==> src/include/raster_defs.svh <==
`ifndef RASTER_DEFS_SVH
`define RASTER_DEFS_SVH

// Pixel coordinate width
`define RASTER_DIM_BITS 12

// Signed edge coefficient width (a, b, c)
`define RASTER_DATA_BITS 16

// Signed edge value and extent width
`define RASTER_EVAL_BITS 32

// Tile geometry
`define RASTER_TILE_SIZE 8
`define RASTER_QUADS_PER_TILE 16

`define RASTER_MUL_LATENCY 3
`define RASTER_QUAD_FIFO_DEPTH 8

`endif
==> src/rtl/raster_pkg.sv <==
`include "raster_defs.svh"

package raster_pkg;

    // Signed edge value, also used for extents
    typedef logic signed [`RASTER_EVAL_BITS-1:0] raster_eval_t;

    // First beat of a primitive
    typedef struct packed {
        logic [15:0]                  pid;
        logic [`RASTER_DIM_BITS-1:0]  tile_x;
        logic [`RASTER_DIM_BITS-1:0]  tile_y;
        logic [7:0]                   reserved;
    } raster_hdr_t;

    // Edge equation a*x + b*y + c
    typedef struct packed {
        logic signed [`RASTER_DATA_BITS-1:0] a;
        logic signed [`RASTER_DATA_BITS-1:0] b;
        logic signed [`RASTER_DATA_BITS-1:0] c;
    } raster_edge_t;

    // One command word, header view on beat 0, edge view on beats 1 to 3
    typedef union packed {
        raster_hdr_t  hdr;
        raster_edge_t coef;
    } raster_cmd_u;

    typedef struct packed {
        logic [15:0]                  pid;
        logic [`RASTER_DIM_BITS-1:0]  tile_x;
        logic [`RASTER_DIM_BITS-1:0]  tile_y;
        raster_edge_t [2:0]           edges;
        raster_eval_t [2:0]           extents;
    } raster_prim_t;

    typedef struct packed {
        logic [`RASTER_DIM_BITS-1:0]  pos_x;
        logic [`RASTER_DIM_BITS-1:0]  pos_y;
        logic [3:0]                   mask;
        logic [15:0]                  pid;
    } raster_stamp_t;

endpackage

==> src/rtl/raster_tile_walker.sv <==
`timescale 1ns/100ps
`include "raster_defs.svh"

module raster_tile_walker import raster_pkg::*; (
    input  logic               clk,
    input  logic               reset,
    input  logic               issue,
    input  logic               eval_valid,
    input  raster_prim_t       eval_prim,
    input  raster_eval_t [2:0] eval_origin,
    input  logic               full,
    output logic               accept,
    output logic               push,
    output raster_stamp_t      push_stamp
);

    localparam logic [3:0] LAST_QUAD = 4'(`RASTER_QUADS_PER_TILE - 1);

    logic               pending;
    logic               busy;
    logic [3:0]         quad_cnt;
    logic               reject;
    raster_prim_t       cur_prim;
    raster_eval_t [2:0] cur_origin;
    logic [2:0]         qx;
    logic [2:0]         qy;
    logic [3:0]         mask;

    // Pixel test against all three edges, offset from the tile origin
    function automatic logic covered(raster_prim_t pr, raster_eval_t [2:0] org,
                                     logic [2:0] dx, logic [2:0] dy);
        raster_eval_t val;
        logic         hit;
        hit = 1'b1;
        for (int e = 0; e < 3; e++) begin
            val = org[e] + raster_eval_t'(pr.edges[e].a) * raster_eval_t'(dx)
                + raster_eval_t'(pr.edges[e].b) * raster_eval_t'(dy);
            if (val < 0) begin
                hit = 1'b0;
            end
        end
        return hit;
    endfunction

    // Tile is rejected when some edge is negative even at its best corner
    always_comb begin
        reject = 1'b0;
        for (int e = 0; e < 3; e++) begin
            if (eval_origin[e] + eval_prim.extents[e] < 0) begin
                reject = 1'b1;
            end
        end
    end

    assign accept = !busy && !pending;

    always_ff @(posedge clk) begin
        if (reset) begin
            pending  <= 1'b0;
            busy     <= 1'b0;
            quad_cnt <= 4'd0;
        end else begin
            if (issue) begin
                pending <= 1'b1;
            end else if (eval_valid) begin
                pending <= 1'b0;
            end
            if (eval_valid && !reject) begin
                busy     <= 1'b1;
                quad_cnt <= 4'd0;
            end else if (busy && !full) begin
                quad_cnt <= quad_cnt + 4'd1;
                if (quad_cnt == LAST_QUAD) begin
                    busy <= 1'b0;
                end
            end
        end
    end

    always_ff @(posedge clk) begin
        if (eval_valid) begin
            cur_prim   <= eval_prim;
            cur_origin <= eval_origin;
        end
    end

    // Quads in row-major order, four per row
    assign qx = {quad_cnt[1:0], 1'b0};
    assign qy = {quad_cnt[3:2], 1'b0};

    assign mask[0] = covered(cur_prim, cur_origin, qx,         qy);
    assign mask[1] = covered(cur_prim, cur_origin, qx | 3'd1,  qy);
    assign mask[2] = covered(cur_prim, cur_origin, qx,         qy | 3'd1);
    assign mask[3] = covered(cur_prim, cur_origin, qx | 3'd1,  qy | 3'd1);

    assign push             = busy && !full && (mask != 4'd0);
    assign push_stamp.pos_x = cur_prim.tile_x + {{(`RASTER_DIM_BITS-3){1'b0}}, qx};
    assign push_stamp.pos_y = cur_prim.tile_y + {{(`RASTER_DIM_BITS-3){1'b0}}, qy};
    assign push_stamp.mask  = mask;
    assign push_stamp.pid   = cur_prim.pid;

endmodule

==> config.mk <==
export PLATFORM = sky130hd
export DESIGN_NAME = raster_tile_walker
export DESIGN_NICKNAME = d
export VERILOG_FILES = /design/src/rtl/raster_pkg.sv /design/src/rtl/raster_tile_walker.sv
export VERILOG_INCLUDE_DIRS = /design/src /design/src/include
export SDC_FILE = /design/constraint.sdc
export NUM_CORES = 2
export LEC_CHECK = 0
export BUFFER_PORTS_ARGS = -buffer_cell sky130_fd_sc_hd__buf_4
export CAP_MARGIN = 30
export CORE_MARGIN = 1
export CORE_UTILIZATION = 35
export CTS_CLUSTER_DIAMETER = 100
export CTS_CLUSTER_SIZE = 25
export DETAILED_ROUTE_END_ITERATION = 10
export PLACE_DENSITY = 0.62
export SKIP_LAST_GASP = 1
export SYNTH_ARGS = -nofsm -noshare
export SYNTH_HDL_FRONTEND = slang
export SYNTH_SLANG_ARGS = --single-unit
==> constraint.sdc <==
create_clock -name clk -period 11.9 [get_ports clk]
set_input_delay 2.975 -clock clk [delete_from_list [all_inputs] [get_ports clk]]
set_output_delay 2.975 -clock clk [all_outputs]
set_load 0.02 [all_outputs]
After elaboration in Yosys (flattened, before gate mapping)
Cells that the tools add are included.

Add/sub/neg operators: 24. Eq/ne operators: 1. Reductions and logical operators: 14. Muxes and demuxes: 20. $lt $le $gt $ge: 15. $mul: 12.

Operator list (number): $add 32x20->32 (18); $lt 32x1->1 const B (15); $mul 16x4->20 (6); $mul 16x3->19 (6); $add 32x32->32 (3); $add 12x3->12 (2); $mux 1 (20); $reduce_bool 2->1 (3); $add 4x1->4 const B (1); $eq 4x4->1 const B (1); $logic_and 1x1->1 (4); $logic_not 1->1 (4); $reduce_bool 4->1 (1); $reduce_and 2->1 (1); $reduce_or 2->1 (1).

Output and inout port bits: 46. Input bits: 381. Flip-flop bits (word level): 238. Word-level logic and storage cells: 101.

Logic depth before layout (Yosys ltp)
Word-level depth: 9. Gate-level depth with buffers: 39. Gate-level depth less buffers: 38.

Worst setup path before layout
OpenSTA, ideal clock, no wires.

Kind: flip-flop to output port. Start: register quad_cnt[1]. End: output push. Setup slack: 1.283 ns. Buffers on the path: 1. Arrival: 7.642 ns. Data required time: 8.925 ns. Stages on the path, launching flop included: 38. Cells stage by stage: dfxtp_1 > clkbuf_1 > and2_1 > ha_1 > ha_1 > a21o_1 > a21oi_1 > o21ai_0 > a21oi_1 > o21bai_1 > a21oi_1 > o21ai_0 > a2111oi_0 > nor2_1 > and2_1 > o21ai_0 > a211oi_1 > ha_1 > [2 not listed] > a21oi_1 > o21ai_0 > a21o_1 > a21o_1 > a31oi_1 > o21ai_0 > a2111oi_0 > nor3_1 > xor2_1 > ha_1 > o21ai_0 > a21oi_1 > a211oi_1 > o21ai_0 > xor2_1 > xnor2_1 > nor3_1 > o41a_1.

RTL lines: start, declared (RTL line raster_tile_walker.sv:21) `logic [3:0] quad_cnt;`; start signal, assigned (RTL line raster_tile_walker.sv:72) `quad_cnt <= quad_cnt + 4'd1;`; end, declared (RTL line raster_tile_walker.sv:13) `output logic push,`.

Worst setup path after layout
Start: register cur_prim[179] in the netlist's numbering. End: output push.

Cells in the longest elaborated chain, start to end: 8. Elaborated cells between the ends (all ways): 22. Classes of those cells: 6 x add/sub; 2 x mul; 4 x order compare; 8 x mux; 2 x reduce/logical.

RTL lines: start, declared (RTL line raster_tile_walker.sv:23) `raster_prim_t cur_prim;`; start signal, assigned (RTL line raster_tile_walker.sv:82) `cur_prim <= eval_prim;`; $mul 16x3->19 or $mul 16x4->20 (tied branches) (RTL line raster_tile_walker.sv:36) `val = org[e] + raster_eval_t'(pr.edges[e].a) * raster_eval_t'(dx)`; $add 32x20->32 (RTL line raster_tile_walker.sv:36); $add 32x20->32 (RTL line raster_tile_walker.sv:37) `+ raster_eval_t'(pr.edges[e].b) * raster_eval_t'(dy);`; $lt 32x1->1 (RTL line raster_tile_walker.sv:38) `if (val < 0) begin`; $mux 1 (2 in series) (RTL line raster_tile_walker.sv:38); $reduce_bool 4->1 * (RTL line raster_tile_walker.sv:96) `assign push = busy && !full && (mask != 4'd0);`; $logic_and 1x1->1 * (RTL line raster_tile_walker.sv:96).

Every way passes the cells marked *; elsewhere a longest branch is shown, timed or not.

==> flow_summary.toml <==
[drt]
avgRoutedWirePerCell_um = 16.3
route.detailed.drc = 0
drt_wl_total_mm = 103
drtAntennaViolNets = 0
drtPass1Iterations = 8
vias_per_cell = 5.05
drt_first_iter_violations = 1438
vias = 31900

[floorplan]
ioPinCount = 427
core_area_sq_mm = 0.112
die_y_um = 339
rows = 123
start_util_pct = 35.4
die_area_sq_mm = 0.115
die_w_um = 339

[logic_synthesis]
syn_nets = 5878
synth_area_leaders = "ha_1 29%, edfxtp_1 18%, fa_1 9.8%"
seq_area_frac_synth_pct = 17.8
async_reset_ff_share_pct = 0
syn_inst = 4396
synth_cell_type_count = 77
ys_ff_latch = 238
yosys.area.top_type = "ha_1"
syn_area_sq_mm = 0.0398
synth.avg_cell_area_sq_um = 9.05
synth_edf_count = 232
yosysTopAreaCellShare_pct = 28.5
yosysWarnings = 0
ys.flop_type = "edfxtp_1"

[clock_network]
cts_hold_buf = 0
clk_latency_ns = 0.62
clockRootBuffer = "clkbuf_16"
clock_path_buffers = 3
htreeDepth = 1
cts_tree = "done"
cts_made_buffers = 24
clock_sinks = 238
cts.clk_slew.worst_paths_ns = 0.11

[worst_hold_path]
hold_class = "flip-flop to flip-flop"

[placement]
post-place-ws_ns = 0.0414
gp_congestion = 0.901
placed_area_sq_mm = 0.0444
io_buffers = 378
hpwl_mm = 88.7
placed_cells = 6248

[cells_and_area]
fin_area_sq_mm = 0.0457
drive_above_1_share_pct = 11.2
num-fill-cells = 11200
syn_to_final_growth_pct = 14.9
instances_no_fill = 6312
fin_nets = 6270

[critical_path]
path_common_cell = "a21o_1"
path_max_fanout = 5
max_stage_delay_ns = 0.43
start_kind = "flip-flop"
cp_top_family = "compound AO/OA/AOI/OAI gates"
crit_type = "flip-flop to output port"
ff2ff_setup_slack_ns = 9.98
crit_arrival_ns = 8.49
critical_path_required_ns = 8.93
endpoint_kind = "output port"
critPathSlowestCell = "o41a_1"
crit_buf_inv = 2

[power_and_ir_drop]
leakagePower_nw = 23.3
power.density_mw_per_mm2 = 89.8
finalPower_mw = 4.10
vdd_ir_drop_max_mv = 0.105

[sta]
drv_slew = 0
fin_tns_setup_ns = 0
slew_headroom_pct = 37.6
tightest_slew_ns = 0.934
fin_skew_ns = 0.0179
fin_crit_sh_pct = 96.4
max_freq_ghz = 0.0872
fin_ws_ns = 0.434
setup_viol = 0
period_minus_slack_ns = 11.47
finalHoldViolCount = 0

[global_routing]
grt_pass1_vias = 32200
grt_usage_pct = 17.8
grt_overflow = 0
grt_first_pass_wirelength_mm = 165
antenna_found_initial = 12
grt_max_degree = 70

[run_status]
status = "completed"

[flow_run]
maxCapViolCount = 0
==> path summary, 6_finish.rpt <==
kind,from,end,cells after the start
setup / recovery,cur_prim[179],push,38
setup reg to reg,busy,quad_cnt[1],3
hold reg to reg,pending,pending,2
hold / removal,pending,pending,2
==> where the power goes <==
part	total [mW]	switching [mW]	internal (mW)	leakage, nW
clock	0.878	0.459	0.419	0.431
sequential	1.06	0.0616	0.995	2.32
combinational	2.17	1.23	0.941	20.6
total	4.10	1.75	2.35	23.3
==> cells by family after synthesis <==
logic type               after synthesis  share of synthesized area, %
AO/OA/AOI/OAI                       1077                          17.6
XOR/XNOR                             343                          7.57
AND/OR/NAND/NOR                      982                          12.3
multiplexers                           2                        0.0503
adder cells (fa/ha/maj)             1101                          38.3
buffers and inverters                653                          6.33
flip-flops                           238                          17.8
==> area by class of cell <==
| class | instances | area, sq um | area share (%) |
|---|---|---|---|
| antenna | 6 | 15.0 | 0.0329 |
| sequential | 238 | 7100 | 15.5 |
| tap | 1500 | 1880 | 4.11 |
| multi-input combinational | 3505 | 30400 | 66.4 |
| clock buffer | 25 | 604 | 1.32 |
| inverter | 605 | 2270 | 4.97 |
| clock inverter | 19 | 305 | 0.668 |
| timing repair buffer | 414 | 3160 | 6.93 |
==> stage by stage <==
step | hold slack, ns | util, %
finish | 0.493 | 40.6
global route | 0.560 | 40.6
CTS | 0.498 | 40.4
detailed placement | 0.480 | 39.5
global placement | 0.464 | 39.5
floorplan | 0.451 | -
==> routing by layer <==
layer	share of wire (%)	GRT usage, %	routed length [um]	vias to the layer above
met2	46	30.3	47600	524
met1	47	23.7	48200	14900
met3	4.2	1.98	4320	88
met4	2.5	4.39	2620	2
li1	-	-	-	16400
met5	0.012	0	12	-
==> tightest hold or removal path, cell delays in order (launching register included) <==
cell and delay (ns):
dfxtp_1 0.33, a21oi_1 0.06, nor2_1 0.07
==> state kept, by name, indices dropped and copies added, names as in the netlist <==
register and count:
busy 1, quad_cnt 4, push_stamp 16, pending 1, cur_origin 96, cur_prim 120
==> Yosys cell counts (all sizes together) (25+ instances only) <==
cell and n:
fa 194, nand2b 40, a21o 222, edfxtp 232, nor3 67, xor2 83
o21bai 49, nor2b 67, xnor2 260, a31oi 25, and2 127, nand3 63
clkbuf 25, nand4 84, ha 907, nor2 288, a21oi 342, nand2 168
inv 605, o21ai 188, o21a 52
==> placed cells by master (no fill, tap or decap), types with 84 or more instances in the layout <==
cell type and instances:
ha_1 907, inv_1 603, buf_4 409, a21oi_1 334, nor2_1 288, xnor2_1 252
edfxtp_1 232, a21o_1 220, fa_1 194, o21ai_0 175, nand2_1 168, and2_1 127
nand4_1 84
==> timing repair <==
| item | CTS | global route |
|---|---|---|
| buffers inserted | 1 | 12 |
| pin swaps | 5 | 16 |
| setup endpoints to repair | 3 | 5 |
| gates resized for setup | 21 | 34 |
Power figures use the tool's default switching activity.
