===== config.mk =====
export PLATFORM = sky130hd
export DESIGN_NAME = raster_edge_eval
export DESIGN_NICKNAME = d
export VERILOG_FILES = /design/src/rtl/raster_pkg.sv /design/src/rtl/raster_edge_eval.sv
export VERILOG_INCLUDE_DIRS = /design/src /design/src/include
export SDC_FILE = /design/constraint.sdc
export NUM_CORES = 2
export LEC_CHECK = 0
export BUFFER_PORTS_ARGS = -buffer_cell sky130_fd_sc_hd__buf_2
export CORE_ASPECT_RATIO = 0.6
export CORE_MARGIN = 5
export CORE_UTILIZATION = 30
export CTS_CLUSTER_SIZE = 40
export DETAILED_ROUTE_END_ITERATION = 8
export GPL_ROUTABILITY_DRIVEN = 0
export HOLD_SLACK_MARGIN = 0.12
export PLACE_DENSITY = 0.55
export SYNTH_ARGS = -nofsm -noshare
export SYNTH_HDL_FRONTEND = slang
export SYNTH_SLANG_ARGS = --single-unit

===== constraint.sdc =====
create_clock -name clk -period 7.7 [get_ports clk]
set_input_delay 1.155 -clock clk [delete_from_list [all_inputs] [get_ports clk]]
set_output_delay 1.155 -clock clk [all_outputs]
set_load 0.05 [all_outputs]

===== src/include/raster_defs.svh =====
`ifndef RASTER_DEFS_SVH
`define RASTER_DEFS_SVH

// Pixel coordinate width
`define RASTER_DIM_BITS 12

// Signed edge coefficient width (a, b, c)
`define RASTER_DATA_BITS 16

// Signed edge value and extent width
`define RASTER_EVAL_BITS 32

// Tile geometry
`define RASTER_TILE_SIZE 8
`define RASTER_QUADS_PER_TILE 16

`define RASTER_MUL_LATENCY 3
`define RASTER_QUAD_FIFO_DEPTH 8

`endif

===== src/rtl/raster_pkg.sv =====
`include "raster_defs.svh"

package raster_pkg;

    // Signed edge value, also used for extents
    typedef logic signed [`RASTER_EVAL_BITS-1:0] raster_eval_t;

    // First beat of a primitive
    typedef struct packed {
        logic [15:0]                  pid;
        logic [`RASTER_DIM_BITS-1:0]  tile_x;
        logic [`RASTER_DIM_BITS-1:0]  tile_y;
        logic [7:0]                   reserved;
    } raster_hdr_t;

    // Edge equation a*x + b*y + c
    typedef struct packed {
        logic signed [`RASTER_DATA_BITS-1:0] a;
        logic signed [`RASTER_DATA_BITS-1:0] b;
        logic signed [`RASTER_DATA_BITS-1:0] c;
    } raster_edge_t;

    // One command word, header view on beat 0, edge view on beats 1 to 3
    typedef union packed {
        raster_hdr_t  hdr;
        raster_edge_t coef;
    } raster_cmd_u;

    typedef struct packed {
        logic [15:0]                  pid;
        logic [`RASTER_DIM_BITS-1:0]  tile_x;
        logic [`RASTER_DIM_BITS-1:0]  tile_y;
        raster_edge_t [2:0]           edges;
        raster_eval_t [2:0]           extents;
    } raster_prim_t;

    typedef struct packed {
        logic [`RASTER_DIM_BITS-1:0]  pos_x;
        logic [`RASTER_DIM_BITS-1:0]  pos_y;
        logic [3:0]                   mask;
        logic [15:0]                  pid;
    } raster_stamp_t;

endpackage


===== src/rtl/raster_edge_eval.sv =====
`timescale 1ns/100ps
`include "raster_defs.svh"

module raster_edge_eval import raster_pkg::*; (
    input  logic               clk,
    input  logic               reset,
    input  logic               issue,
    input  raster_prim_t       prim,
    output logic               eval_valid,
    output raster_prim_t       eval_prim,
    output raster_eval_t [2:0] eval_origin
);

    localparam int LAT = `RASTER_MUL_LATENCY;

    logic [LAT-1:0]     valid_pipe;
    raster_prim_t       prim_pipe [LAT];
    raster_eval_t [2:0] s1_ax;
    raster_eval_t [2:0] s1_by;
    raster_eval_t [2:0] s1_c;
    raster_eval_t [2:0] s2_ab;
    raster_eval_t [2:0] s2_c;
    raster_eval_t [2:0] s3_val;

    always_ff @(posedge clk) begin
        if (reset) begin
            valid_pipe <= '0;
        end else begin
            valid_pipe <= {valid_pipe[LAT-2:0], issue};
        end
    end

    // Primitive rides alongside the multiply stages
    always_ff @(posedge clk) begin
        prim_pipe[0] <= prim;
        for (int i = 1; i < LAT; i++) begin
            prim_pipe[i] <= prim_pipe[i-1];
        end
    end

    // Stage 1 products, stage 2 partial sum, stage 3 final value
    always_ff @(posedge clk) begin
        for (int e = 0; e < 3; e++) begin
            s1_ax[e]  <= raster_eval_t'(prim.edges[e].a)
                       * raster_eval_t'($signed({1'b0, prim.tile_x}));
            s1_by[e]  <= raster_eval_t'(prim.edges[e].b)
                       * raster_eval_t'($signed({1'b0, prim.tile_y}));
            s1_c[e]   <= raster_eval_t'(prim.edges[e].c);
            s2_ab[e]  <= s1_ax[e] + s1_by[e];
            s2_c[e]   <= s1_c[e];
            s3_val[e] <= s2_ab[e] + s2_c[e];
        end
    end

    assign eval_valid  = valid_pipe[LAT-1];
    assign eval_prim   = prim_pipe[LAT-1];
    assign eval_origin = s3_val;

endmodule


======== Word level (Yosys, flattened, before mapping) ========
Memory sizes are Yosys's and may differ from the RTL's.
Index checks and enable logic that the tools add are counted.
operators by class
  add/sub/neg operators ................... 6
  multiply operators ...................... 6
operators by type and width
  operator                      number
  multiplier 16 x 13 -> 29 bit  6
  adder 32 x 16 -> 32 bit       3
  adder 29 x 29 -> 30 bit       3
word-level totals
  flip-flop bits (word level) ............. 465
  bits in writable memories ............... 840
  bits of input ports ..................... 283
  output and inout port bits .............. 377
  word-level logic and storage cells ...... 32
  memories kept ........................... 1
memories
  memory     words  bits a word  read ports  clocked after memory_dff  wr ports  line                    source
  prim_pipe  3      280          3           0                         3         raster_edge_eval.sv:17  raster_prim_t prim_pipe [LAT];

======== Depth between registers and ports, before layout ========
  depth after elaboration ................. 1
  gate-level depth with buffers ........... 24
  gate-level depth less buffers ........... 22

======== Worst setup path before layout ========
Ideal clock, no wire load.
  path kind ............................... in2reg
  start ................................... input prim[257] in the netlist's numbering
  end ..................................... register s1_ax[25] in the netlist's numbering
  setup time .............................. 72 ps
  arrival time ............................ 6,443 ps
  data required time ...................... 7,628 ps
  setup slack ............................. 1,185 ps
  stages on the path ...................... 22
  path buffers ............................ 2
  cells stage by stage .................... clkbuf_1 -> clkbuf_1 -> nand2_1 -> fa_1 -> inv_1 -> fa_1 -> inv_1 -> fa_1 -> fa_1 -> fa_1 -> inv_1 -> ha_1 -> a21o_1 -> a21o_1 -> a21o_1 -> a21oi_1 -> or2_2 -> a31oi_1 -> or4_1 -> a31o_2 -> a21oi_1 -> xnor2_1
between the ends
  longest elaborated chain between the ends .. 1
RTL lines
  what                            line                    source
  start: declaration              raster_edge_eval.sv:8   input raster_prim_t prim,
  multiplier 16 x 13 -> 29 bit    raster_edge_eval.sv:45  * raster_eval_t'($signed({1'b0, prim.tile_x}));
  end signal: indexed assignment  raster_edge_eval.sv:44  s1_ax[e] <= raster_eval_t'(prim.edges[e].a)
  end: declaration                raster_edge_eval.sv:18  raster_eval_t [2:0] s1_ax;
No other way between the ends.
A chain may end at the register's enable or synchronous reset.

======== Worst setup path after layout ========
  start ................................... input prim[241] in the netlist's numbering
  end ..................................... register s1_by[27] in the netlist's numbering
between the ends
  longest elaborated chain between the ends .. 1
RTL lines
  what                            line                    source
  multiplier 16 x 13 -> 29 bit    raster_edge_eval.sv:47  * raster_eval_t'($signed({1'b0, prim.tile_y}));
  end signal: indexed assignment  raster_edge_eval.sv:46  s1_by[e] <= raster_eval_t'(prim.edges[e].b)
  end: declaration                raster_edge_eval.sv:19  raster_eval_t [2:0] s1_by;
No other way between the ends.

==> metrics.md <==
| Metric | Value |
|---|---|
| Status | `finished, final reports clean` |
| Hold Slack | `0.287 ns` |
| Logic pwr share | `0.666` |
| Simple-Gate Fraction of Synth Area | `0.105` |
| Sw frac | `0.466` |
| Inst Count DP | `11313` |
| Setup TNS | `0 ns` |
| Top cell family by delay on the critical path | `adder cells` |
| Switch Pwr | `0.0204 W` |
| Slowest cell on crit path | `buf_2` |
| Slew margin rel. | `0.312` |
| F_max | `0.156 GHz` |
| Rows | `144` |
| Fin. max-slew vios | `0` |
| Yosys warnings | `0` |
| Vias | `49388` |
| Setup Viol. Count Final | `0` |
| Global-route usage over all layers | `0.144` |
| Crit path required time | `8.29 ns` |
| Detailed Place HPWL | `160000 um` |
| Layout cell share with drive strength beyond 1 | `0.121` |
| Clock sinks | `1203` |
| Worst ir drop on vdd | `0.400 mV` |
| Flop pwr share | `0.194` |
| Buffer and inverter count on the worst path | `6` |
| Setup crit end kind | `flip-flop` |
| Max_cap viols | `0` |
| Post-Layout Cell Count | `11540` |
| Placement Setup Slack | `0.553 ns` |
| DIE HEIGHT | `404 um` |
| Post-Syn Nets | `9602` |
| Compound-Gate Fraction of Synth Area | `0.0646` |
| Number of synthesized flops with an enable pin | `0` |
| Post-CTS Resized | `0` |
| First-pass GRT wire length | `304000 um` |
| Final WL | `195000 um` |
| Post-route minimum period | `6.43 ns` |
| Core area | `257000 um2` |
| Maximum fanout along the worst path | `40` |
| Worst slew pin tran | `1.03 ns` |
| Final WS setup | `1.27 ns` |
| Setup CP Type | `in -> reg` |
| Die Wd | `667 um` |
| Maximum clock insertion buffer count | `3` |
| Wire length per cell | `16.9 um` |
| Mux contribution to synthesized area | `0.000531` |
| Number of CTS-inserted buffers | `116` |
| Clk_lat worst skew | `0.76 ns` |
| Cells on worst reg2reg path | `13` |
| Internal | `0.0234 W` |
| Synth Area in XOR/XNOR | `0.0363` |
| Unrepaired setup endpoints after global routing | `false` |
| Residual DRC | `0` |
| Cell chain of the critical path | `buf_2 -> buf_4 -> and2_1 -> fa_1 -> inv_1 -> fa_1 -> inv_1 -> fa_1 -> inv_1 -> fa_1 -> fa_1 -> inv_1 -> ha_1 -> o21a_1 -> o21ai_0 -> a211oi_1 -> nor3_1 -> nor3_1 -> a41o_1 -> a311oi_1 -> o31a_1 -> xnor2_1` |
| Synthesis-to-finish area growth | `12.0%` |
| Sequential-to-total area share from yosys stat | `0.310` |
| Grt ovf | `0` |
| Period utilisation layout | `0.835` |
| Initial Utilization | `0.302` |
| Final hold violations | `0` |
| Clk slew on worst S/H paths | `0.06 ns` |
| Final core occ | `0.338` |
| Postcts setup bufs | `0` |
| Clock power frac | `0.140` |
| Syn Area/Cell | `10.1 um2` |
| Max stage delay on crit path | `0.73 ns` |
| Synth Cell Area | `77700 um2` |
| Leakage | `43.2 nW` |
| Critical path arrival | `7.02 ns` |
| Worst Hold Class | `reg -> reg` |
| Initial antenna violation count | `16` |
| Filler Cells Inserted | `26084` |
| Io pins | `660` |
| Most common flop cell mapped by yosys | `dfxtp_1` |
| Post-synthesis adder-cell area fraction | `0.370` |
| Root Buffer | `clkbuf_16` |
| Worst hold stages | `0` |
| Cell count after synthesis | `7666` |
| Drt first pass iters | `5` |
| Flops & latches, synth | `1203` |
| Netlist cell types | `92` |
| Cell count along the critical path | `22` |
| H-tree depth | `3` |
| Pwr dens | `502 nW/um2` |
| Die ar. | `270000 um2` |
| Largest net degree at the start of global routing | `41` |
| Via density | `4.28` |
| Setup Skew | `0.0590 ns` |
| Startpoint Class | `input pin` |
| Initial DRC count | `2422` |
| Largest family of logic cells by synthesized area | `adder cells` |
| Final #Nets | `9936` |
| TritonCTS clock tree | `yes` |
| Hold buffer count at cts | `0` |
| PortBufs | `659` |
| Final ANT Viol Nets | `0` |
| Critical Path Most Common Cell | `fa_1` |
| Ys async rst share | `0` |
| Number of global-route vias before repair | `52992` |
-- logic make-up after synthesis --
logic type / count (synthesis)
AO/OA/AOI/OAI: 747
XOR/XNOR: 322
adder cells (fa/ha/maj): 1653
buffers and inverters: 2084
flip-flops: 1203
multiplexers: 4
AND/OR/NAND/NOR: 1653
-- layout make-up --
cell class	count	area, um2	area share
Timing Repair Buffer	721	3810	0.0438
Sequential cell	1203	24100	0.277
Antenna cell	7	17.5	0.000201
Inverter	1579	5930	0.0681
Multi-Input combinational cell	4379	44800	0.514
Clock inverter	75	1010	0.0116
Tap cell	3431	4290	0.0493
Clock buffer	145	3150	0.0362
-- path summary, 6_finish.rpt --
check | slack, ns | start | endpoint
min | 0.29 | prim_pipe[0][179] | prim_pipe[0][459]
max reg2reg | 3.67 | s2_ab[32] | eval_origin[60]
min reg2reg | 0.29 | prim_pipe[0][179] | prim_pipe[0][459]
max | 1.27 | prim[241] | s1_by[27]
-- power by group through the flow --
stage                     sequential, W  clock (W)  combinational (W)
after detailed placement        0.00870          0             0.0295
final                           0.00850    0.00613             0.0291
after global placement          0.00871          0             0.0291
after global routing            0.00864    0.00664             0.0330
after floorplan                 0.00920          0             0.0213
after CTS                       0.00859    0.00641             0.0297
-- cells in the final DEF (no fill, tap or decap), types with 15 or more instances in the layout --
cell type	instances
inv_1	1579
dfxtp_1	1203
fa_1	1074
nand2_1	714
buf_2	659
ha_1	579
and2_1	542
xnor2_1	241
a21oi_1	231
nor2_1	147
a21o_1	131
clkbuf_16	116
o21ai_0	103
xor2_1	81
buf_4	58
o21a_1	52
nand2b_1	44
nor2b_1	39
nand3_1	39
nor3_1	38
o21bai_1	37
and3_1	23
a211oi_1	23
a31oi_1	22
nand4_1	19
clkinv_4	17
clkbuf_1	15
clkinv_2	15
-- worst register-to-register path, stage by stage, from the launching register on --
cell and delay [ns]:
dfxtp_1 0.45, ha_1 0.41, inv_1 0.11, fa_1 0.42, nor2b_1 0.18, o211ai_1 0.14, a21bo_2 0.27, a21oi_1 0.48
a31o_2 0.30, o2bb2ai_1 0.29, a2111oi_2 0.16, o31ai_1 0.41, a21oi_1 0.15, xnor2_1 0.16
-- state kept, by name, summed over array words and instances, names as in the netlist --
register     flops
s1_by           87
prim_pipe      750
s2_ab           90
s2_c            45
eval_origin     96
s1_c            45
valid_pipe       3
s1_ax           87
-- Yosys cell counts, types with 38 or more instances --
master	number	area share
a21o_1	131	0.013
fa_1	1074	0.28
o21ai_0	103	0.0066
clkbuf_1	225	0.011
buf_4	280	0.027
dfxtp_1	1203	0.31
inv_1	1579	0.076
a21oi_1	231	0.015
nand2_1	714	0.034
nor2b_1	39	0.0031
nor3_1	38	0.0024
nand3_1	39	0.0025
nor2_1	147	0.0071
and2_1	542	0.044
xnor2_1	241	0.027
nand2b_1	44	0.0035
o21a_1	52	0.0050
ha_1	579	0.093
xor2_1	81	0.0091
-- metal layers --
metal	wire length (um)	GRT usage
met1	85300	0.188
met2	92800	0.242
met3	10900	0.0282
met4	5610	0.0402
met5	20	0.000526
-- stage by stage --
step | area (um2) | total power (W)
floorplan | 77700 | 0.0305
global placement | 82900 | 0.0378
detailed placement | 82900 | 0.0382
CTS | 87100 | 0.0447
global route | 87100 | 0.0483
finish | 87100 | 0.0438
No activity file was read; power rests on OpenSTA's default activity.
