$ cat config.mk
export PLATFORM = sky130hd
export DESIGN_NAME = raster_prim_decode
export DESIGN_NICKNAME = d
export VERILOG_FILES = /design/src/rtl/raster_pkg.sv /design/src/rtl/raster_prim_decode.sv
export VERILOG_INCLUDE_DIRS = /design/src /design/src/include
export SDC_FILE = /design/constraint.sdc
export NUM_CORES = 1
export LEC_CHECK = 0
export BUFFER_PORTS_ARGS = -buffer_cell sky130_fd_sc_hd__buf_2
export CORE_MARGIN = 2
export CORE_UTILIZATION = 58
export DETAILED_ROUTE_END_ITERATION = 10
export PLACE_DENSITY = 0.82
export SYNTH_ARGS = -nofsm -noshare
export SYNTH_HDL_FRONTEND = slang
export SYNTH_SLANG_ARGS = --single-unit
$ cat constraint.sdc
create_clock -name clk -period 6.6 [get_ports clk]
set_input_delay 0.66 -clock clk [delete_from_list [all_inputs] [get_ports clk]]
set_output_delay 0.66 -clock clk [all_outputs]
set_load 0.01 [all_outputs]
$ cat src/include/raster_defs.svh
`ifndef RASTER_DEFS_SVH
`define RASTER_DEFS_SVH

// Pixel coordinate width
`define RASTER_DIM_BITS 12

// Signed edge coefficient width (a, b, c)
`define RASTER_DATA_BITS 16

// Signed edge value and extent width
`define RASTER_EVAL_BITS 32

// Tile geometry
`define RASTER_TILE_SIZE 8
`define RASTER_QUADS_PER_TILE 16

`define RASTER_MUL_LATENCY 3
`define RASTER_QUAD_FIFO_DEPTH 8

`endif
$ cat src/rtl/raster_pkg.sv
`include "raster_defs.svh"

package raster_pkg;

    // Signed edge value, also used for extents
    typedef logic signed [`RASTER_EVAL_BITS-1:0] raster_eval_t;

    // First beat of a primitive
    typedef struct packed {
        logic [15:0]                  pid;
        logic [`RASTER_DIM_BITS-1:0]  tile_x;
        logic [`RASTER_DIM_BITS-1:0]  tile_y;
        logic [7:0]                   reserved;
    } raster_hdr_t;

    // Edge equation a*x + b*y + c
    typedef struct packed {
        logic signed [`RASTER_DATA_BITS-1:0] a;
        logic signed [`RASTER_DATA_BITS-1:0] b;
        logic signed [`RASTER_DATA_BITS-1:0] c;
    } raster_edge_t;

    // One command word, header view on beat 0, edge view on beats 1 to 3
    typedef union packed {
        raster_hdr_t  hdr;
        raster_edge_t coef;
    } raster_cmd_u;

    typedef struct packed {
        logic [15:0]                  pid;
        logic [`RASTER_DIM_BITS-1:0]  tile_x;
        logic [`RASTER_DIM_BITS-1:0]  tile_y;
        raster_edge_t [2:0]           edges;
        raster_eval_t [2:0]           extents;
    } raster_prim_t;

    typedef struct packed {
        logic [`RASTER_DIM_BITS-1:0]  pos_x;
        logic [`RASTER_DIM_BITS-1:0]  pos_y;
        logic [3:0]                   mask;
        logic [15:0]                  pid;
    } raster_stamp_t;

endpackage

$ cat src/rtl/raster_prim_decode.sv
`timescale 1ns/100ps
`include "raster_defs.svh"

module raster_prim_decode import raster_pkg::*; (
    input  logic         clk,
    input  logic         reset,
    input  logic         in_valid,
    input  raster_cmd_u  in_cmd,
    output logic         in_ready,
    input  logic         accept,
    output logic         issue,
    output raster_prim_t prim,
    output logic         empty
);

    logic [1:0]         beat_cnt;
    logic               hold;
    logic               beat_fire;
    raster_prim_t       prim_q;
    raster_eval_t [2:0] ext_next;

    // Largest value of a*dx + b*dy over the tile
    function automatic raster_eval_t edge_extent(raster_edge_t e);
        raster_eval_t pos_a;
        raster_eval_t pos_b;
        pos_a = (e.a > 0) ? raster_eval_t'(e.a) : '0;
        pos_b = (e.b > 0) ? raster_eval_t'(e.b) : '0;
        return (pos_a + pos_b) * raster_eval_t'(`RASTER_TILE_SIZE - 1);
    endfunction

    assign in_ready  = !hold;
    assign beat_fire = in_valid && in_ready;
    assign issue     = hold && accept;
    assign empty     = (beat_cnt == 2'd0) && !hold;
    assign prim      = prim_q;

    // Third edge is still on the input when the extents are computed
    assign ext_next[0] = edge_extent(prim_q.edges[0]);
    assign ext_next[1] = edge_extent(prim_q.edges[1]);
    assign ext_next[2] = edge_extent(in_cmd.coef);

    always_ff @(posedge clk) begin
        if (reset) begin
            beat_cnt <= 2'd0;
            hold     <= 1'b0;
        end else if (beat_fire) begin
            beat_cnt <= beat_cnt + 2'd1;
            if (beat_cnt == 2'd3) begin
                hold <= 1'b1;
            end
        end else if (issue) begin
            hold <= 1'b0;
        end
    end

    always_ff @(posedge clk) begin
        if (beat_fire) begin
            if (beat_cnt == 2'd0) begin
                prim_q.pid    <= in_cmd.hdr.pid;
                prim_q.tile_x <= in_cmd.hdr.tile_x;
                prim_q.tile_y <= in_cmd.hdr.tile_y;
            end else begin
                prim_q.edges[beat_cnt - 2'd1] <= in_cmd.coef;
            end
            if (beat_cnt == 2'd3) begin
                prim_q.extents <= ext_next;
            end
        end
    end

endmodule

# Yosys cells after proc, flatten, opt, wreduce, memory -nomap -nowiden

Index checks and enable logic that the tools add are counted.

Register bits after elaboration: 283
Bits in latches: 0
Bits in writable memories: 0
ROM bits: 0
Input port bits: 52
Output and inout port bits: 283
Word-level logic and storage cells: 59
Memories: 0

$add $sub $neg: 5
$mul: 3
Div/mod/pow operators: 0
$lt $le $gt $ge: 8
Equal/unequal tests: 2
Shifts and indexed selects: 0
Muxes and demuxes: 12
Bitwise gates (word level): 1
Reduce and logical (&&, ||, !) cells: 11

Operator list:

| cell                  | count |
|---|---|
| $mux 32               | 6 |
| $bwmux 144            | 1 |
| $add 32x32->32        | 3 |
| $demux 48 s2          | 1 |
| $gt 16x1->1 const B   | 6 |
| $mul 32x4->32 const B | 3 |
| $mux 48               | 1 |
| $reduce_and 2->1      | 4 |
| $logic_and 1x1->1     | 4 |
| $lt 2x3->1 const B    | 1 |
| $mux 1                | 3 |
| $add 2x1->2 const B   | 1 |
| $eq 2x2->1 const B    | 1 |
| $ge 2x1->1 const B    | 1 |
| $logic_not 2->1       | 1 |
| $ne 2x1->1 const B    | 1 |
| $reduce_bool 2->1     | 1 |
| $sub 2x1->2 const B   | 1 |
| $logic_not 1->1       | 1 |
| $not 1->1             | 1 |

# Depth between registers and ports, before layout

Gate-level depths: netlist of the first run.

Depth after elaboration: 6
Gate-level depth with buffers: 29
Gate-level depth less buffers: 28

# Worst setup path after synthesis of the first run

No wires, ideal clock.

Kind: in2reg
From: input port in_cmd[25] (netlist bit)
To: register prim_q, in the netlist prim[82], data pin
Library setup time: 0.259 ns
Arrival time: 5.445 ns
Setup slack: 0.896 ns
Stages: 23
Cell sequence: nor4_1 > a41oi_1 > and2_1 > ha_1 > a21o_1 > a21o_1 > a21oi_1 > o21ai_1 > a311o_1 > a21oi_1 > nand2b_1 > fa_1 > ha_1 > inv_1 > fa_1 > inv_1 > ha_1 > and3_1 > nand3_1 > o21ai_1 > o21ba_2 > nand2_1 > xor2_1

RTL lines:

| element     | RTL line                 | text |
|---|---|---|
| from (decl) | raster_prim_decode.sv:8  | `input raster_cmd_u in_cmd,` |
| to (decl)   | raster_prim_decode.sv:19 | `raster_prim_t prim_q;` |

==> flow_summary.json, run 1 <==
{
  "status": "finished, final reports clean",
  "cts_tree": "done",
  "grt_max_degree": 54,
  "core-area_sq_mm": 0.0344,
  "hold_violations": 0,
  "firstDrtPassIters": 5,
  "grt_pass1_vias": 14700,
  "tns_ns": 0,
  "start_kind": "flip-flop",
  "yosysMostFrequentCell": "inv_1",
  "dieArea_sq_mm": 0.0363,
  "hp-class": "in2reg",
  "yosysWarnings": 0,
  "clk_pin_slew_worst_paths_ns": 0.06,
  "path_delay_family": "adder cells",
  "ys_seq_elements": 283,
  "synth_area_sq_mm": 0.0202,
  "synth_top_cell_area_share_pct": 41.7,
  "nNetsFinal": 2594,
  "drc_errors": 0,
  "post-dp-hpwl_um": 39700,
  "io_buffers": 334,
  "routed_wl_um": 50300,
  "synth_edf_count": 280,
  "cpPeakStageDelay_ns": 0.54,
  "io_pins": 335,
  "finalCritPeriodShare_pct": 93.1,
  "clock_latency_ns": 0.61,
  "slew-limit-headroom_pct": 4.39,
  "die_y_um": 190,
  "start_util_pct": 58.7,
  "ys_top_cells_by_area": "edfxtp_1, ha_1, fa_1",
  "path_cells": "nor4_1 -> a41oi_1 -> nand2_1 -> inv_1 -> ha_1 -> a21o_1 -> a21oi_1 -> nor4_1 -> nor4bb_1 -> or2_1 -> o21ai_0 -> a21o_1 -> fa_1 -> ha_1 -> inv_1 -> fa_1 -> inv_1 -> ha_1 -> a21o_1 -> a21oi_1 -> inv_1 -> a31o_1 -> a21oi_1 -> xnor2_1",
  "synth_top_cell_by_area": "edfxtp_1",
  "cts_sinks": 283,
  "synth.avg_cell_area_sq_um": 10.9,
  "synthFlopType": "edfxtp_1",
  "clockBufferDepth": 3,
  "worst_path_max_delay_cell": "fa_1",
  "wl_per_cell_um": 18.6,
  "grt-ovfl-total": 0,
  "path_buf_inv": 4,
  "syn_inst": 1853,
  "synth_cell_type_count": 64,
  "drv_slew": 0,
  "drive_gt1_share_pct": 19.6,
  "cp_max_fo": 7,
  "synth_common_cells": "inv_1, edfxtp_1, ha_1",
  "fillCellCount": 2612,
  "tightest_slew_ns": 1.43,
  "yosysSeqAreaShare_pct": 42.0,
  "powerDensity_mw_per_mm2": 309,
  "p_leak_uw": 0.0115,
  "maxCapViolCount": 0,
  "path_class": "reg2reg",
  "drt_iter0_drc": 821,
  "finalCriticalPeriod_ns": 6.14,
  "crit_top_cell": "inv_1",
  "cp_data_arrival_time_ns": 6.45,
  "rsz0062_at_grt": "false",
  "cts_max_level": 1,
  "vdd_drop_max_uv": 308,
  "cp_data_required_time_ns": 6.91,
  "grt_first_pass_wirelength_um": 77800,
  "via_per_inst": 5.48,
  "rows": 68,
  "fmax_mhz": 163,
  "antenna_found_initial": 7,
  "die_w_um": 190,
  "vias": 14800,
  "synthToLayoutAreaGrowth_pct": 16.2,
  "cts_made_buffers": 30,
  "ant_nets": 0,
  "root_buffer": "clkbuf_16",
  "place.gp.congestion": 0.912,
  "skew_ns": 0.0587,
  "setup_viol": 0,
  "async_reset_ff_share_pct": 0,
  "grt.total_usage_pct": 27.6,
  "finalPower_uw": 7240,
  "cp-end-kind": "flip-flop"
}
## cell usage in the layout (no fill, tap or decap), drive strengths merged, types with 10 or more instances in the layout
master and n:
xnor2 100, nand2 53, o21ai 51, a21oi 119
nor3 17, a211oi 11, ha 231, a21o 62
and2 49, clkbuf 35, nand3 23, o21a 25
edfxtp 280, clkinv 10, a41oi 10, nor4 22
xor2 40, buf 345, and3 14, nor2 50
conb 12, inv 383, nand2b 11, nor2b 76
o21bai 19, fa 92
## through the flow
stage               utilization, %  std cells  hold slack [ns]  area [sq um]  setup WS (ns)
floorplan                        -       1863            0.502         20200          0.896
global placement              65.3       2642            0.548         22500          0.504
finish                        68.2       2699            0.242         23400          0.459
global route                  68.1       2697            0.223         23400         0.0581
detailed placement            65.3       2642            0.559         22500          0.458
CTS                           68.1       2695            0.214         23400          0.384
## where the power goes
group | switching (uW) | total, uW | internal [uW]
sequential | 19.0 | 2250 | 2240
clock | 723 | 1640 | 916
combinational | 1900 | 3350 | 1450
## what timing repair did
item / 4_1_cts / 5_1_grt
setup endpoints to repair: 0 / 1
setup buffers: 0 / 0
gates resized for setup: 0 / 2
hold buffers: 0 / 0
## cell type report
| cell class | instances | area [sq um] | area share, % |
|---|---|---|---|
| Multi-Input combinational cell | 1178 | 10200 | 43.7 |
| Sequential cell | 283 | 8470 | 36.1 |
| Timing Repair Buffer | 345 | 1750 | 7.49 |
| Inverter | 381 | 1430 | 6.10 |
| Clock buffer | 35 | 769 | 3.28 |
| Tap cell | 455 | 569 | 2.43 |
| Clock inverter | 18 | 180 | 0.769 |
| Antenna cell | 4 | 10.0 | 0.0427 |
## layer usage
metal	wire [um]	up-vias	global-route usage [%]	part of all wire, %
met5	31	-	0	0.062
met4	1980	6	10.6	3.9
met3	3090	125	4.29	6.1
met2	24900	508	48.5	50
met1	20300	7088	34.2	40
li1	-	7075	-	-
## worst paths after layout
kind	from	end	slack [ns]	depth (start not counted)
setup reg to reg	prim[162]$_DFFE_PP_	prim[51]$_DFFE_PP_	0.46	24
setup / recovery	prim[162]$_DFFE_PP_	prim[51]$_DFFE_PP_	0.46	24
hold / removal	in_cmd[3]	prim[147]$_DFFE_PP_	0.24	1
hold reg to reg	hold$_SDFFE_PP0P_	hold$_SDFFE_PP0P_	0.57	2
## cells by family after synthesis
group	after synthesis	synth area share [%]
XOR/XNOR	140	6.08
AO/OA/AOI/OAI	359	11.6
buffers and inverters	402	7.50
multiplexers	1	0.0496
flip-flops	283	42.0
adder cells (fa/ha/maj)	323	23.5
AND/OR/NAND/NOR	343	9.23
other	2	0.0372
## state kept, by name (all words and copies together) (netlist names)
signal	count
prim	280
beat_cnt	2
hold	1
Note: power is estimated with default switching activity, not from simulation.
==> run 2, diff against run 1 <==
--- a/config.mk
+++ b/config.mk
@@ -7,6 +7,7 @@
 export NUM_CORES = 1
 export LEC_CHECK = 0
 export BUFFER_PORTS_ARGS = -buffer_cell sky130_fd_sc_hd__buf_2
+export CORE_ASPECT_RATIO = 0.5
 export CORE_MARGIN = 2
 export CORE_UTILIZATION = 58
 export DETAILED_ROUTE_END_ITERATION = 10
==> flow_summary.json, run 2 (synthesis gave the netlist of run 1 again) <==
{
  "status": "finished, final reports clean",
  "vdd_drop_max_uv": 218,
  "fillCellCount": 2614,
  "cp_max_fo": 5,
  "worst_path_max_delay_cell": "fa_1",
  "routed_wl_um": 47600,
  "seqCellArea_sq_mm": 0.00847,
  "clockBufferDepth": 3,
  "largest_reg_flops": 280,
  "cts_sinks": 283,
  "drive_gt1_share_pct": 19.3,
  "p_leak_uw": 0.0114,
  "firstDrtPassIters": 5,
  "rows": 48,
  "io_buffers": 334,
  "die_y_um": 136,
  "die_w_um": 268,
  "powerDensity_mw_per_mm2": 304,
  "root_buffer": "clkbuf_16",
  "rsz0062_at_grt": "false",
  "holdBufCountCts": 0,
  "whs_ns": 0.272,
  "cpPeakStageDelay_ns": 0.51,
  "io_pins": 335,
  "finalCriticalPeriod_ns": 6.24,
  "vias": 14600,
  "path_class": "reg2reg",
  "cts_tree": "done",
  "fmax_mhz": 160,
  "clk_pin_slew_worst_paths_ns": 0.07,
  "grt.total_usage_pct": 26.0,
  "synthToLayoutAreaGrowth_pct": 15.7,
  "post-dp-hpwl_um": 37400,
  "path_delay_family": "compound AO/OA/AOI/OAI gates",
  "multi_input_area_sq_mm": 0.0102,
  "cts_made_buffers": 27,
  "cts_max_level": 1,
  "grt-ovfl-total": 0,
  "hold_violations": 0,
  "grt_max_degree": 54,
  "setup_viol": 0,
  "dieArea_sq_mm": 0.0364,
  "place.gp.congestion": 0.963,
  "path_cells": "nor4_1 -> a41oi_1 -> and2_1 -> ha_1 -> a21oi_1 -> o21bai_1 -> a31o_2 -> a21oi_1 -> o21ai_1 -> a21o_1 -> a21oi_1 -> buf_4 -> o21ai_1 -> fa_1 -> ha_1 -> inv_1 -> fa_1 -> inv_1 -> ha_1 -> nand2_1 -> nor2_1 -> and3_1 -> a211o_1 -> xor2_1",
  "drt_iter0_drc": 1033,
  "skew_ns": 0.0135,
  "final_cell_mix": "inv_1, buf_2, edfxtp_1",
  "cp-end-kind": "flip-flop",
  "cts_setup_buffers": 0,
  "layout_commonest_cell": "inv_1",
  "finalCritPeriodShare_pct": 94.6,
  "cp_data_arrival_time_ns": 6.57,
  "start_util_pct": 58.7,
  "maxCapViolCount": 0,
  "drv_slew": 0,
  "grt_first_pass_wirelength_um": 74300,
  "via_per_inst": 5.38,
  "core-area_sq_mm": 0.0344,
  "tns_ns": 0,
  "cp_data_required_time_ns": 6.93,
  "clock_latency_ns": 0.58,
  "wl_per_cell_um": 17.6,
  "postCtsResizedCells": 0,
  "ant_nets": 0,
  "nNetsFinal": 2588,
  "drc_errors": 0,
  "grt_pass1_vias": 14200,
  "slew-limit-headroom_pct": 2.25,
  "start_kind": "flip-flop",
  "hp-class": "in2reg",
  "tightest_slew_ns": 1.47,
  "final_util_pct": 67.9,
  "antenna_found_initial": 3,
  "path_buf_inv": 3
}
==> run 2: report_power, final <==
| part | switching (uW) | internal (uW) | total, uW |
|---|---|---|---|
| registers | 18.1 | 2230 | 2250 |
| logic | 1840 | 1440 | 3280 |
| clock network | 722 | 843 | 1570 |
==> run 2: per-stage QoR <==
step                      total power, uW  instances  cell area, sq um  setup slack (ns)
final                                7090       2712             23300             0.356
after CTS                            6770       2709             23300             0.397
after detailed placement             5200       2659             22500             0.429
after global placement               5170       2659             22500             0.581
after global routing                 7610       2712             23300           0.00470
after floorplan                      4870       1863             20200             0.896
==> run 2: metal layers <==
layer	global-route usage, %	wire (um)	vias up
li1	-	-	7058
met1	32.7	19700	7018
met2	46.3	23900	416
met3	4.42	2440	94
met4	8.29	1640	0
met5	0	0	-
==> run 2: cell type report <==
class | instances | share of cell area [%]
timing repair buffer | 342 | 7.42
multi-input combinational | 1178 | 43.9
clock buffer | 30 | 2.94
clock inverter | 20 | 0.793
tap | 475 | 2.55
inverter | 381 | 6.13
antenna | 3 | 0.0322
sequential | 283 | 36.3
==> run 2: worst paths after layout <==
| check | end | depth (start not counted) | slack, ns | startpoint |
|---|---|---|---|---|
| min | hold$_SDFFE_PP0P_ | 2 | 0.27 | reset |
| max | prim[19]$_DFFE_PP_ | 24 | 0.36 | prim[116]$_DFFE_PP_ |
| max reg2reg | prim[19]$_DFFE_PP_ | 24 | 0.36 | prim[116]$_DFFE_PP_ |
| min reg2reg | hold$_SDFFE_PP0P_ | 2 | 0.55 | hold$_SDFFE_PP0P_ |
